==> src/hdl/axi_master_pkg.sv <==
package axi_master_pkg;

    // read ports, index doubles as the AR ID
    localparam int N_RD_PORTS = 2; // 0 = icache, 1 = dcache
    localparam int PORT_SEL_W = $clog2(N_RD_PORTS);

    // AXI field widths
    localparam int ID_W   = 4;
    localparam int LEN_W  = 8;
    localparam int SIZE_W = 3;

    // cache line transfer
    localparam int BURST_BEATS = 4;

    localparam logic [1:0]        BURST_INCR = 2'b01;
    localparam logic [ID_W-1:0]   WRITE_ID   = 4'd1;
    localparam logic [SIZE_W-1:0] beat_size  = 3'd2; // 4 bytes per beat

endpackage
==> src/hdl/axi_master_top.sv <==
`timescale 1ns/100ps

module axi_master_top
    import axi_master_pkg::*;
#(
    parameter int ADDR_W = 32,
    parameter int DATA_W = 32
) (
    input  logic                          aclk,
    input  logic                          aresetn,
    // icache read port
    input  logic                          i_req_i,
    input  logic [ADDR_W-1:0]             i_addr_i,
    input  logic                          i_burst_i,
    output logic                          i_rdy_o,
    output logic                          i_ret_valid_o,
    output logic                          i_ret_last_o,
    output logic [DATA_W-1:0]             i_data_o,
    // dcache read port
    input  logic                          d_req_i,
    input  logic [ADDR_W-1:0]             d_addr_i,
    input  logic                          d_burst_i,
    output logic                          d_rdy_o,
    output logic                          d_ret_valid_o,
    output logic                          d_ret_last_o,
    output logic [DATA_W-1:0]             d_data_o,
    // dcache write port
    input  logic                          wr_req_i,
    input  logic [ADDR_W-1:0]             wr_addr_i,
    input  logic                          wr_burst_i,
    input  logic [DATA_W/8-1:0]           wr_strb_i,
    input  logic [DATA_W*BURST_BEATS-1:0] wr_line_i,
    output logic                          wr_rdy_o,
    output logic                          wr_busy_o,
    // AR
    output logic [ID_W-1:0]               m_arid_o,
    output logic [ADDR_W-1:0]             m_araddr_o,
    output logic [LEN_W-1:0]              m_arlen_o,
    output logic [SIZE_W-1:0]             m_arsize_o,
    output logic [1:0]                    m_arburst_o,
    output logic                          m_arvalid_o,
    input  logic                          m_arready_i,
    // R
    input  logic [ID_W-1:0]               m_rid_i,
    input  logic [DATA_W-1:0]             m_rdata_i,
    input  logic                          m_rlast_i,
    input  logic                          m_rvalid_i,
    output logic                          m_rready_o,
    // AW
    output logic [ID_W-1:0]               m_awid_o,
    output logic [ADDR_W-1:0]             m_awaddr_o,
    output logic [LEN_W-1:0]              m_awlen_o,
    output logic [SIZE_W-1:0]             m_awsize_o,
    output logic [1:0]                    m_awburst_o,
    output logic                          m_awvalid_o,
    input  logic                          m_awready_i,
    // W
    output logic [DATA_W-1:0]             m_wdata_o,
    output logic [DATA_W/8-1:0]           m_wstrb_o,
    output logic                          m_wlast_o,
    output logic                          m_wvalid_o,
    input  logic                          m_wready_i,
    // B
    input  logic                          m_bvalid_i,
    output logic                          m_bready_o
);

    // per-port arrays, index 0 icache, 1 dcache
    logic [N_RD_PORTS-1:0] req, burst, rdy, ret_valid, ret_last;
    logic [ADDR_W-1:0]     addr [N_RD_PORTS];
    logic [DATA_W-1:0]     ret_data [N_RD_PORTS];
    logic [N_RD_PORTS-1:0] ar_req, ar_grant, r_wait, beat_valid;
    logic [ADDR_W-1:0]     ar_addr [N_RD_PORTS];
    logic [LEN_W-1:0]      ar_len [N_RD_PORTS];
    logic                  beat_last;
    logic [DATA_W-1:0]     beat_data;

    assign req     = {d_req_i, i_req_i};
    assign burst   = {d_burst_i, i_burst_i};
    assign addr[0] = i_addr_i;
    assign addr[1] = d_addr_i;

    assign i_rdy_o       = rdy[0];
    assign i_ret_valid_o = ret_valid[0];
    assign i_ret_last_o  = ret_last[0];
    assign i_data_o      = ret_data[0];
    assign d_rdy_o       = rdy[1];
    assign d_ret_valid_o = ret_valid[1];
    assign d_ret_last_o  = ret_last[1];
    assign d_data_o      = ret_data[1];

    for (genvar p = 0; p < N_RD_PORTS; p++) begin : g_rd
        read_port #(
            .ADDR_W  (ADDR_W),
            .DATA_W  (DATA_W),
            .PORT_ID (p)
        ) u_read_port (
            .aclk         (aclk),
            .aresetn      (aresetn),
            .req_i        (req[p]),
            .addr_i       (addr[p]),
            .burst_i      (burst[p]),
            .rdy_o        (rdy[p]),
            .ret_valid_o  (ret_valid[p]),
            .ret_last_o   (ret_last[p]),
            .ret_data_o   (ret_data[p]),
            .wr_busy_i    (wr_busy_o),
            .ar_req_o     (ar_req[p]),
            .ar_addr_o    (ar_addr[p]),
            .ar_len_o     (ar_len[p]),
            .ar_grant_i   (ar_grant[p]),
            .beat_valid_i (beat_valid[p]),
            .beat_last_i  (beat_last),
            .beat_data_i  (beat_data),
            .r_wait_o     (r_wait[p])
        );
    end

    ar_arbiter #(.ADDR_W(ADDR_W)) u_ar_arbiter (
        .aclk       (aclk),
        .aresetn    (aresetn),
        .ar_req_i   (ar_req),
        .ar_addr_i  (ar_addr),
        .ar_len_i   (ar_len),
        .ar_grant_o (ar_grant),
        .arready_i  (m_arready_i),
        .arvalid_o  (m_arvalid_o),
        .arid_o     (m_arid_o),
        .araddr_o   (m_araddr_o),
        .arlen_o    (m_arlen_o)
    );

    r_router #(.DATA_W(DATA_W)) u_r_router (
        .rid_i        (m_rid_i),
        .rdata_i      (m_rdata_i),
        .rlast_i      (m_rlast_i),
        .rvalid_i     (m_rvalid_i),
        .rready_o     (m_rready_o),
        .r_wait_i     (r_wait),
        .beat_valid_o (beat_valid),
        .beat_last_o  (beat_last),
        .beat_data_o  (beat_data)
    );

    write_engine #(.ADDR_W(ADDR_W), .DATA_W(DATA_W)) u_write_engine (
        .aclk       (aclk),
        .aresetn    (aresetn),
        .wr_req_i   (wr_req_i),
        .wr_addr_i  (wr_addr_i),
        .wr_burst_i (wr_burst_i),
        .wr_strb_i  (wr_strb_i),
        .wr_line_i  (wr_line_i),
        .wr_rdy_o   (wr_rdy_o),
        .wr_busy_o  (wr_busy_o),
        .awaddr_o   (m_awaddr_o),
        .awlen_o    (m_awlen_o),
        .awvalid_o  (m_awvalid_o),
        .awready_i  (m_awready_i),
        .wdata_o    (m_wdata_o),
        .wstrb_o    (m_wstrb_o),
        .wlast_o    (m_wlast_o),
        .wvalid_o   (m_wvalid_o),
        .wready_i   (m_wready_i),
        .bvalid_i   (m_bvalid_i),
        .bready_o   (m_bready_o)
    );

    // fixed AXI fields
    assign m_arsize_o  = beat_size;
    assign m_arburst_o = BURST_INCR;
    assign m_awid_o    = WRITE_ID;
    assign m_awsize_o  = beat_size;
    assign m_awburst_o = BURST_INCR;

endmodule

==> src/hdl/write_engine.sv <==
`timescale 1ns/100ps

module write_engine
    import axi_master_pkg::*;
#(
    parameter int ADDR_W = 32,
    parameter int DATA_W = 32
) (
    input  logic                          aclk,
    input  logic                          aresetn,
    // dcache write port
    input  logic                          wr_req_i,
    input  logic [ADDR_W-1:0]             wr_addr_i,
    input  logic                          wr_burst_i,
    input  logic [DATA_W/8-1:0]           wr_strb_i,
    input  logic [DATA_W*BURST_BEATS-1:0] wr_line_i,
    output logic                          wr_rdy_o,
    output logic                          wr_busy_o,
    // AW
    output logic [ADDR_W-1:0]             awaddr_o,
    output logic [LEN_W-1:0]              awlen_o,
    output logic                          awvalid_o,
    input  logic                          awready_i,
    // W
    output logic [DATA_W-1:0]             wdata_o,
    output logic [DATA_W/8-1:0]           wstrb_o,
    output logic                          wlast_o,
    output logic                          wvalid_o,
    input  logic                          wready_i,
    // B
    input  logic                          bvalid_i,
    output logic                          bready_o
);

    localparam int STRB_W = DATA_W / 8;
    localparam int LINE_W = DATA_W * BURST_BEATS;

    typedef enum logic [1:0] {st_idle, st_addr, st_data, st_resp} state_t;

    state_t             state_q;
    logic               accept;
    logic [LEN_W-1:0]   cnt_q;    // W beats already sent
    logic [ADDR_W-1:0]  addr_q;
    logic               burst_q;
    logic [STRB_W-1:0]  strb_q;
    logic [LINE_W-1:0]  line_q;

    assign accept = wr_req_i & wr_rdy_o;

    always_ff @(posedge aclk) begin
        if (!aresetn) begin
            state_q <= st_idle;
            cnt_q   <= '0;
        end else begin
            case (state_q)
                st_idle: if (accept) state_q <= st_addr;
                st_addr: begin
                    if (awready_i) begin
                        state_q <= st_data;
                        cnt_q   <= '0;
                    end
                end
                st_data: begin
                    if (wready_i) begin
                        if (wlast_o) state_q <= st_resp;
                        cnt_q <= cnt_q + 1'b1;
                    end
                end
                st_resp: if (bvalid_i) state_q <= st_idle;
                default: state_q <= st_idle;
            endcase
        end
    end

    always_ff @(posedge aclk) begin
        if (accept) begin
            addr_q  <= wr_addr_i;
            burst_q <= wr_burst_i;
            strb_q  <= wr_strb_i;
            line_q  <= wr_line_i;
        end else if (wvalid_o && wready_i) begin
            line_q <= line_q >> DATA_W; // next slice into the low word
        end
    end

    // a write request on an idle port already blocks reads
    assign wr_busy_o = (state_q != st_idle) | wr_req_i;
    assign wr_rdy_o  = (state_q == st_idle);

    assign awvalid_o = (state_q == st_addr);
    assign awaddr_o  = addr_q;
    assign awlen_o   = burst_q ? LEN_W'(BURST_BEATS - 1) : '0;

    assign wvalid_o = (state_q == st_data);
    assign wdata_o  = line_q[DATA_W-1:0];
    assign wstrb_o  = strb_q;
    assign wlast_o  = wvalid_o & (cnt_q == awlen_o);

    assign bready_o = (state_q == st_resp);

endmodule

==> src/hdl/ar_arbiter.sv <==
`timescale 1ns/100ps

module ar_arbiter
    import axi_master_pkg::*;
#(
    parameter int ADDR_W = 32
) (
    input  logic                  aclk,
    input  logic                  aresetn,
    input  logic [N_RD_PORTS-1:0] ar_req_i,
    input  logic [ADDR_W-1:0]     ar_addr_i [N_RD_PORTS],
    input  logic [LEN_W-1:0]      ar_len_i [N_RD_PORTS],
    output logic [N_RD_PORTS-1:0] ar_grant_o,
    input  logic                  arready_i,
    output logic                  arvalid_o,
    output logic [ID_W-1:0]       arid_o,
    output logic [ADDR_W-1:0]     araddr_o,
    output logic [LEN_W-1:0]      arlen_o
);

    logic [PORT_SEL_W-1:0] prio_sel;
    logic [PORT_SEL_W-1:0] sel;
    logic [PORT_SEL_W-1:0] held_q;
    logic                  held_valid_q;

    // highest requesting index wins, so dcache beats icache
    always_comb begin
        prio_sel = '0;
        for (int p = 0; p < N_RD_PORTS; p++) begin
            if (ar_req_i[p]) prio_sel = PORT_SEL_W'(p);
        end
    end

    // a stalled AR keeps its winner until accepted
    assign sel = held_valid_q ? held_q : prio_sel;

    always_ff @(posedge aclk) begin
        if (!aresetn) begin
            held_valid_q <= 1'b0;
        end else begin
            held_valid_q <= arvalid_o & ~arready_i;
        end
    end

    always_ff @(posedge aclk) begin
        held_q <= sel;
    end

    assign arvalid_o = |ar_req_i;
    assign arid_o    = ID_W'(sel);
    assign araddr_o  = ar_addr_i[sel];
    assign arlen_o   = ar_len_i[sel];

    always_comb begin
        for (int p = 0; p < N_RD_PORTS; p++) begin
            ar_grant_o[p] = arvalid_o & arready_i & (sel == PORT_SEL_W'(p));
        end
    end

endmodule

==> src/hdl/r_router.sv <==
`timescale 1ns/100ps

module r_router
    import axi_master_pkg::*;
#(
    parameter int DATA_W = 32
) (
    input  logic [ID_W-1:0]       rid_i,
    input  logic [DATA_W-1:0]     rdata_i,
    input  logic                  rlast_i,
    input  logic                  rvalid_i,
    output logic                  rready_o,
    input  logic [N_RD_PORTS-1:0] r_wait_i,
    output logic [N_RD_PORTS-1:0] beat_valid_o,
    output logic                  beat_last_o,
    output logic [DATA_W-1:0]     beat_data_o
);

    logic [PORT_SEL_W-1:0] sel;

    assign sel = rid_i[PORT_SEL_W-1:0]; // low ID bit names the port

    // only the addressed port decides whether the beat is taken
    assign rready_o = r_wait_i[sel];

    always_comb begin
        for (int p = 0; p < N_RD_PORTS; p++) begin
            beat_valid_o[p] = rvalid_i & rready_o & (sel == PORT_SEL_W'(p));
        end
    end

    assign beat_last_o = rlast_i;
    assign beat_data_o = rdata_i;

endmodule

==> src/hdl/read_port.sv <==
`timescale 1ns/100ps

module read_port
    import axi_master_pkg::*;
#(
    parameter int ADDR_W  = 32,
    parameter int DATA_W  = 32,
    parameter int PORT_ID = 0
) (
    input  logic              aclk,
    input  logic              aresetn,
    // cache side
    input  logic              req_i,
    input  logic [ADDR_W-1:0] addr_i,
    input  logic              burst_i,
    output logic              rdy_o,
    output logic              ret_valid_o,
    output logic              ret_last_o,
    output logic [DATA_W-1:0] ret_data_o,
    input  logic              wr_busy_i,
    // towards the AR arbiter
    output logic              ar_req_o,
    output logic [ADDR_W-1:0] ar_addr_o,
    output logic [LEN_W-1:0]  ar_len_o,
    input  logic              ar_grant_i,
    // from the R router
    input  logic              beat_valid_i,
    input  logic              beat_last_i,
    input  logic [DATA_W-1:0] beat_data_i,
    output logic              r_wait_o
);

    typedef enum logic [1:0] {st_idle, st_addr, st_data} state_t;

    state_t            state_q;
    logic              accept;
    logic [ADDR_W-1:0] addr_q;
    logic [LEN_W-1:0]  len_q;

    if (PORT_ID >= N_RD_PORTS) begin : g_id_check
        $error("read_port PORT_ID %0d outside the port range", PORT_ID);
    end

    // no new read while the write side is busy
    assign accept = req_i & rdy_o & ~wr_busy_i;

    always_ff @(posedge aclk) begin
        if (!aresetn) begin
            state_q <= st_idle;
        end else begin
            case (state_q)
                st_idle: if (accept) state_q <= st_addr;
                st_addr: if (ar_grant_i) state_q <= st_data;
                st_data: if (beat_valid_i && beat_last_i) state_q <= st_idle;
                default: state_q <= st_idle;
            endcase
        end
    end

    always_ff @(posedge aclk) begin
        if (accept) begin
            addr_q <= addr_i;
            len_q  <= burst_i ? LEN_W'(BURST_BEATS - 1) : '0;
        end
    end

    assign rdy_o     = (state_q == st_idle);
    assign ar_req_o  = (state_q == st_addr);
    assign ar_addr_o = addr_q;
    assign ar_len_o  = len_q;
    assign r_wait_o  = (state_q == st_data);

    // beats pass straight through to the cache
    assign ret_valid_o = beat_valid_i & r_wait_o;
    assign ret_last_o  = ret_valid_o & beat_last_i;
    assign ret_data_o  = beat_data_i;

endmodule

==> config.mk <==
export PLATFORM = sky130hd
export DESIGN_NAME = axi_master_top
export DESIGN_NICKNAME = d
export VERILOG_FILES = /design/src/hdl/axi_master_pkg.sv /design/src/hdl/axi_master_top.sv /design/src/hdl/write_engine.sv /design/src/hdl/ar_arbiter.sv /design/src/hdl/r_router.sv /design/src/hdl/read_port.sv
export SDC_FILE = /design/constraint.sdc
export NUM_CORES = 1
export LEC_CHECK = 0
export BUFFER_PORTS_ARGS = -buffer_cell sky130_fd_sc_hd__buf_2
export CAP_MARGIN = 0
export CORE_AREA = 2 2 190 192
export CTS_CLUSTER_DIAMETER = 150
export DETAILED_ROUTE_END_ITERATION = 10
export DIE_AREA = 0 0 192 194
export GPL_TIMING_DRIVEN = 0
export PLACE_DENSITY = 0.64
export SYNTH_ARGS = -nofsm -noshare
export SYNTH_HDL_FRONTEND = slang
export SYNTH_HIERARCHICAL = 1
export SYNTH_SLANG_ARGS = --single-unit
==> constraint.sdc <==
create_clock -name aclk -period 9.3 [get_ports aclk]
set_clock_uncertainty 0.2 [all_clocks]
set_input_delay 0.465 -clock aclk [delete_from_list [all_inputs] [get_ports aclk]]
set_output_delay 0.465 -clock aclk [all_outputs]
set_load 0.03 [all_outputs]
==> results of run 1 <==
[sequential cells by signal, indices dropped and copies added, names as in the netlist]
| signal | flops |
|---|---|
| u_ar_arbiter/held_q | 1 |
| u_write_engine/cnt_q | 8 |
| g_rd.u_read_port/ar_len_o | 2 |
| u_ar_arbiter/held_valid_q | 1 |
| u_write_engine/wstrb_o | 4 |
| u_write_engine/state_q | 2 |
| g_rd.u_read_port/ar_addr_o | 64 |
| u_write_engine/awaddr_o | 32 |
| u_write_engine/line_q | 128 |
| g_rd.u_read_port/state_q | 4 |
| u_write_engine/burst_q | 1 |
[where the power goes]
| group | switching (mW) | internal (mW) |
|---|---|---|
| Clock | 0.434 | 0.623 |
| Combinational | 0.779 | 0.573 |
| Sequential | 0.0775 | 1.63 |
[layer usage]
layer	routed length [um]	share of wire, %	track usage [%]	up-vias
met4	747	2.6	4.95	2
met3	2180	7.6	3.46	49
met5	13	0.046	0	-
met1	10600	37	15.9	3601
met2	15000	53	27.3	276
li1	-	-	-	3627
[cells in the final DEF, fill, tap and decap left out, types with 3 or more instances in the layout]
master | synthesis | final
conb_1 | 6 | 35
and2_1 | 3 | 3
dfxtp_1 | 16 | 16
mux2_4 | 39 | 39
xnor2_1 | 3 | 3
edfxtp_1 | 231 | 231
and3_1 | 37 | 37
a21oi_1 | 4 | 4
nor2_1 | 10 | 10
diode_2 | 0 | 3
clkinv_1 | 0 | 5
nor2b_1 | 5 | 5
nand3_1 | 3 | 3
dlygate4sd3_1 | 0 | 117
buf_4 | 169 | 170
nand2_1 | 8 | 8
mux2_2 | 100 | 100
clkbuf_1 | 6 | 9
nor4_1 | 3 | 3
ha_1 | 5 | 5
clkbuf_8 | 0 | 4
buf_2 | 12 | 436
buf_6 | 5 | 10
nor3_1 | 5 | 3
clkinv_2 | 0 | 4
clkbuf_16 | 0 | 29
inv_1 | 7 | 7
[cells in the mapped netlist (all sizes together) (4+ instances only)]
cell type	count
edfxtp	231
buf	186
mux2	140
and3	38
dfxtp	16
nor2	10
nand2	8
nor2b	8
inv	7
clkbuf	6
conb	6
ha	5
nor3	5
a21oi	4
[kinds of logic (layout without fill, tap and decap cells)]
| logic type | count (synthesis) | after routing | synth area share (%) |
|---|---|---|---|
| flip-flops | 247 | 247 | 64.3 |
| buffers and inverters | 199 | 796 | 12.7 |
| adder cells (fa/ha/maj) | 5 | 5 | 0.555 |
| AO/OA/AOI/OAI | 15 | 15 | 0.910 |
| multiplexers | 143 | 143 | 15.7 |
| other | 6 | 38 | 0.200 |
| AND/OR/NAND/NOR | 95 | 95 | 5.32 |
| XOR/XNOR | 4 | 4 | 0.311 |
[final timing paths]
kind                                                              from                              endpoint  slack [ns]  cells past startpoint
worst max-delay path            u_write_engine/state_q[0]$_SDFFE_PN0P_   u_write_engine/line_q[39]$_DFFE_PP_        5.46                      7
worst min-delay path                                      wr_line_i[2]    u_write_engine/line_q[2]$_DFFE_PP_        0.03                      2
worst min register to register    u_write_engine/cnt_q[7]$_SDFFE_PN0P_  u_write_engine/cnt_q[7]$_SDFFE_PN0P_        0.28                      2
worst max register to register  u_write_engine/state_q[0]$_SDFFE_PN0P_   u_write_engine/line_q[39]$_DFFE_PP_        5.46                      7
[critical path: stages, from the launching register on]
cell and delay, ns:
dfxtp_1 0.33, inv_1 0.10, ha_1 0.45, and2_1 0.19, buf_2 0.16, buf_2 0.83, a21o_4 0.76, buf_16 0.36
[cell type report]
| type | instances | area (um2) | share of cell area [%] |
|---|---|---|---|
| multi-input cells | 297 | 2710 | 16.7 |
| inverters | 7 | 26.3 | 0.162 |
| repair buffers | 548 | 3380 | 20.8 |
| flip-flops and latches | 247 | 7260 | 44.6 |
| clock buffers | 36 | 792 | 4.87 |
| well taps | 461 | 577 | 3.55 |
| plain buffers | 192 | 1410 | 8.66 |
| clock inverters | 13 | 93.8 | 0.577 |
| diodes | 3 | 7.51 | 0.0462 |
[metrics by stage]
| step | setup slack (ns) | hold WS, ns | power [mW] | area (um2) |
|---|---|---|---|---|
| 2_1_floorplan | 4.97 | 0.243 | 2.67 | 11400 |
| 3_3_place_gp | 3.34 | 0.261 | 3.02 | 14100 |
| 3_5_place_dp | 5.36 | 0.271 | 3.05 | 14200 |
| 4_1_cts | 5.35 | 0.000138 | 4.17 | 16300 |
| 5_1_grt | 5.10 | 0.00695 | 4.32 | 16300 |
| 6_report | 5.46 | 0.0302 | 4.11 | 16300 |
==> results.sh, run 1 <==
export IMPL_status="complete, no violations"
export IMPL_vdd_drop_max_v=0.000165
export IMPL_synth_top_area_share_pct=61.5
export IMPL_finalCritPeriodShare_pct=41.3
export IMPL_cp_end_kind="flop"
export IMPL_cts_buffers_inserted=28
export IMPL_grt_overflow_total=0
export IMPL_grt_antenna_before_repair=3
export IMPL_portBuffers=424
export IMPL_avgSynthCellArea_um2=15.8
export IMPL_io_pins=490
export IMPL_cts_tree="built"
export IMPL_cp_max_fo=66
export IMPL_rsz0062_at_grt="no"
export IMPL_routed_wl_um=28600
export IMPL_via_per_inst=4.19
export IMPL_synthToLayoutAreaGrowth_pct=44.1
export IMPL_clk_pin_slew_ns=0.06
export IMPL_drc_errors=0
export IMPL_drv_slew=0
export IMPL_grt_usage_pct=14.6
export IMPL_fin_util_pct=46.2
export IMPL_nets=1604
export IMPL_routabilityCongestion=0.755
export IMPL_synthesis_area_um2=11300
export IMPL_synth_top_cell_by_area="edfxtp_1"
export IMPL_setup_viol=0
export IMPL_synth_ff_type="edfxtp_1"
export IMPL_slew_headroom_pct=26.3
export IMPL_num_rows=69
export IMPL_crit_type="flop to flop"
export IMPL_cts_buffer_depth=3
export IMPL_insertion_delay_ns=0.54
export IMPL_h_tree_depth=1
export IMPL_startpoint_type="flop"
export IMPL_die_h_um=194
export IMPL_clock_root_buffer="clkbuf_16"
export IMPL_finalSetupTns_ns=0
export IMPL_avgRoutedWirePerCell_um=15.8
export IMPL_hold_buffers=117
export IMPL_hold_viol_final=0
export IMPL_yosys_warnings=6
export IMPL_synth_edf_count=231
export IMPL_detailedPlacementHpwl_um=20300
export IMPL_stdcell_count=1804
export IMPL_grt_first_pass_wirelength_um=42100
export IMPL_drive_above_1_share_pct=60.8
export IMPL_fin_crit_ns=3.84
export IMPL_vias=7555
export IMPL_critPathArrivalTime_ns=3.85
export IMPL_synth_seq_cells=247
export IMPL_grt_pass1_vias=7810
export IMPL_start_util_pct=32.0
export IMPL_grt_start_max_net_pins=67
export IMPL_syn_inst=714
export IMPL_post_cts_buffers=0
export IMPL_dieArea_um2=37200
export IMPL_cts_sinks=247
export IMPL_tightest_slew_ns=1.11
export IMPL_synth_area_leaders="edfxtp_1, buf_4, mux2_2"
export IMPL_synth_distinct_cells=49
export IMPL_final_antenna_net_count=0
export IMPL_fillers=3147
export IMPL_placed_cells=1635
export IMPL_firstDrtPassIters=4
export IMPL_timing_fmax_mhz=260
export IMPL_fp_coreArea_um2=35200
export IMPL_required_ns=9.31
export IMPL_maxCapViolCount=0
export IMPL_min_path_type="primary input to flop"
export IMPL_seq_area_frac_synth_pct=64.3
export IMPL_drtIter0Drc=242
export IMPL_async_reset_ff_share_pct=0
export IMPL_p_per_area_nw_per_um2=253
export IMPL_fp_dieW_um=192
export IMPL_postCtsResizedCells=0
export IMPL_leakage_nw=7.23
(Power assumes the default switching activity.)
==> run 2: changes to the inputs <==
--- a/config.mk
+++ b/config.mk
@@ -7,12 +7,12 @@
 export LEC_CHECK = 0
 export BUFFER_PORTS_ARGS = -buffer_cell sky130_fd_sc_hd__buf_2
 export CAP_MARGIN = 0
-export CORE_AREA = 2 2 190 192
+export CORE_AREA = 2 2 191 193
 export CTS_CLUSTER_DIAMETER = 150
 export DETAILED_ROUTE_END_ITERATION = 10
-export DIE_AREA = 0 0 192 194
+export DIE_AREA = 0 0 193 195
 export GPL_TIMING_DRIVEN = 0
-export PLACE_DENSITY = 0.64
+export PLACE_DENSITY = 0.65
 export SYNTH_ARGS = -nofsm -noshare
 export SYNTH_HDL_FRONTEND = slang
 export SYNTH_HIERARCHICAL = 1
==> constraint.sdc (replaced) <==
create_clock -name aclk -period 3.53 [get_ports aclk]
set_clock_uncertainty 0.2 [all_clocks]
set_input_delay 0.1765 -clock aclk [delete_from_list [all_inputs] [get_ports aclk]]
set_output_delay 0.1765 -clock aclk [all_outputs]
set_load 0.03 [all_outputs]
==> run 2 against run 1 <==
Power rose to 2.7 times the previous value. Sequential power rose to 2.7 times the previous value. Largest cell class unchanged. Worst setup slack got worse by 5.3 ns. Global-route usage rose by 1.1 points.
==> results.sh, run 2 (synthesized netlist as in run 1, its figures left out) <==
export IMPL_status="complete, no violations"
export IMPL_detailedPlacementHpwl_um=20500
export IMPL_cts_sinks=247
export IMPL_cts_buffer_depth=3
export IMPL_nets=1728
export IMPL_max_stage_delay_ns=0.62
export IMPL_drc_errors=0
export IMPL_routed_wl_um=31100
export IMPL_critPathMostFrequentCell="dlygate4sd3_1"
export IMPL_drive_above_1_share_pct=55.7
export IMPL_vias=8165
export IMPL_io_pins=490
export IMPL_placed_cells=1631
export IMPL_setup_viol=0
export IMPL_grt_usage_pct=15.6
export IMPL_cp_end_kind="flop"
export IMPL_critPathArrivalTime_ns=3.58
export IMPL_dpl_worst_slack_ns=-0.324
export IMPL_p_per_area_nw_per_um2=636
export IMPL_leakage_nw=7.77
export IMPL_drv_slew=0
export IMPL_routabilityCongestion=0.751
export IMPL_crit_path_cell_trace="inv_1 > ha_2 > nor2b_1 > or4_4 > o31ai_1 > dlygate4sd3_1 > a21oi_1 > dlygate4sd3_1"
export IMPL_num_rows=69
export IMPL_vdd_drop_max_v=0.000360
export IMPL_die_h_um=195
export IMPL_cts_tree="built"
export IMPL_cts_buffers_inserted=28
export IMPL_fp_coreArea_um2=35400
export IMPL_cp_slowest_cell="dlygate4sd3_1"
export IMPL_clk_pin_slew_ns=0.06
export IMPL_min_path_type="primary input to flop"
export IMPL_start_util_pct=31.9
export IMPL_dieArea_um2=37600
export IMPL_most_common_layout_cells="buf_2, dlygate4sd3_1, edfxtp_1"
export IMPL_synthToLayoutAreaGrowth_pct=55.9
export IMPL_portBuffers=424
export IMPL_fillers=3004
export IMPL_crit_type="flop to flop"
export IMPL_grt_antenna_before_repair=4
export IMPL_grt_pass1_vias=8697
export IMPL_grt_overflow_total=0
export IMPL_slew_headroom_pct=36.4
export IMPL_maxCapViolCount=0
export IMPL_fin_crit_ns=3.36
export IMPL_hold_viol_final=0
export IMPL_final_common_cell="buf_2"
export IMPL_stdcell_count=1930
export IMPL_finalCritPeriodShare_pct=95.2
export IMPL_grt_start_max_net_pins=72
export IMPL_avgRoutedWirePerCell_um=16.1
export IMPL_startpoint_type="flop"
export IMPL_timing_final_ws_setup_ns=0.168
export IMPL_h_tree_depth=1
export IMPL_fp_dieW_um=193
export IMPL_largest_reg_flops=128
export IMPL_cp_max_fo=9
export IMPL_required_ns=3.75
export IMPL_timing_fmax_mhz=297
export IMPL_final_antenna_net_count=0
export IMPL_tightest_slew_ns=0.951
export IMPL_grt_first_pass_wirelength_um=45700
export IMPL_rsz0062_at_grt="no"
export IMPL_insertion_delay_ns=0.54
export IMPL_post_cts_buffers=0
export IMPL_clock_root_buffer="clkbuf_16"
export IMPL_firstDrtPassIters=5
export IMPL_via_per_inst=4.23
export IMPL_largest_register="u_write_engine/line_q"
export IMPL_drtIter0Drc=241
run 2: layout make-up:
class                   instances  area, um2  share of cell area (%)
flip-flops and latches        247       7260                    41.3
diodes                          2       5.00                  0.0285
clock buffers                  41        831                    4.72
clock inverters                11        110                   0.626
well taps                     461        577                    3.28
inverters                       7       26.3                   0.149
multi-input cells             298       2740                    15.6
plain buffers                 192       1410                    8.02
repair buffers                671       4630                    26.3
run 2: power breakdown:
part / total, mW / internal, mW / switching (mW)
Clock: 2.95 / 1.77 / 1.18
Combinational: 3.73 / 1.62 / 2.10
Sequential: 4.51 / 4.28 / 0.225
Total: 11.2 / 7.68 / 3.51
run 2: per-stage QoR:
step                hold WS (ns)  utilization (%)  TNS (ns)  power [mW]  area [um2]
finish                    0.0515             49.7         0        11.2       17600
global route              0.0777             49.7         0        11.7       17600
floorplan                 0.0754                -         0        7.03       11400
global placement           0.153             39.8   -117.71        7.93       14100
CTS                      0.00122             49.6         0        11.2       17600
detailed placement         0.155             40.1    -22.60        8.03       14200
run 2: timing repair:
| item | in CTS | in global routing |
|---|---|---|
| resized for setup | 1 | 1 |
| hold endpoints to repair | 277 | 0 |
| pin swaps | 0 | 0 |
| endpoints found under the setup margin | 71 | 72 |
| hold buffers | 244 | 0 |
| cloned | 0 | 1 |
run 2: routing by layer:
metal  vias up  wire length, um  GRT usage [%]
li1       3880                -              -
met1      3908            11500           16.7
met2       315            16600           30.0
met3        58             2140           3.70
met4         4              758           4.74
met5         -               31              0
run 2: worst paths after layout:
check                                                                   end                                   start  slack (ns)  cells past startpoint
worst min-delay path            g_rd[1].u_read_port/state_q[1]$_SDFFE_PN0P_                              m_rvalid_i        0.05                      5
worst max register to register       u_write_engine/state_q[0]$_SDFFE_PN0P_  u_write_engine/state_q[1]$_SDFFE_PN0P_        0.17                      8
worst min register to register         u_write_engine/cnt_q[7]$_SDFFE_PN0P_    u_write_engine/cnt_q[7]$_SDFFE_PN0P_        0.27                      2
worst max-delay path                 u_write_engine/state_q[0]$_SDFFE_PN0P_  u_write_engine/state_q[1]$_SDFFE_PN0P_        0.17                      8
run 2: worst max-delay path: cells and delay by family (launching register included):
family	cells	cell delay, ns
adders and majority gates	1	0.27
buffers and inverters	3	1.27
AOI/OAI and AO/OA	2	0.31
and+or+nand+nor	2	0.79
DFF	1	0.40
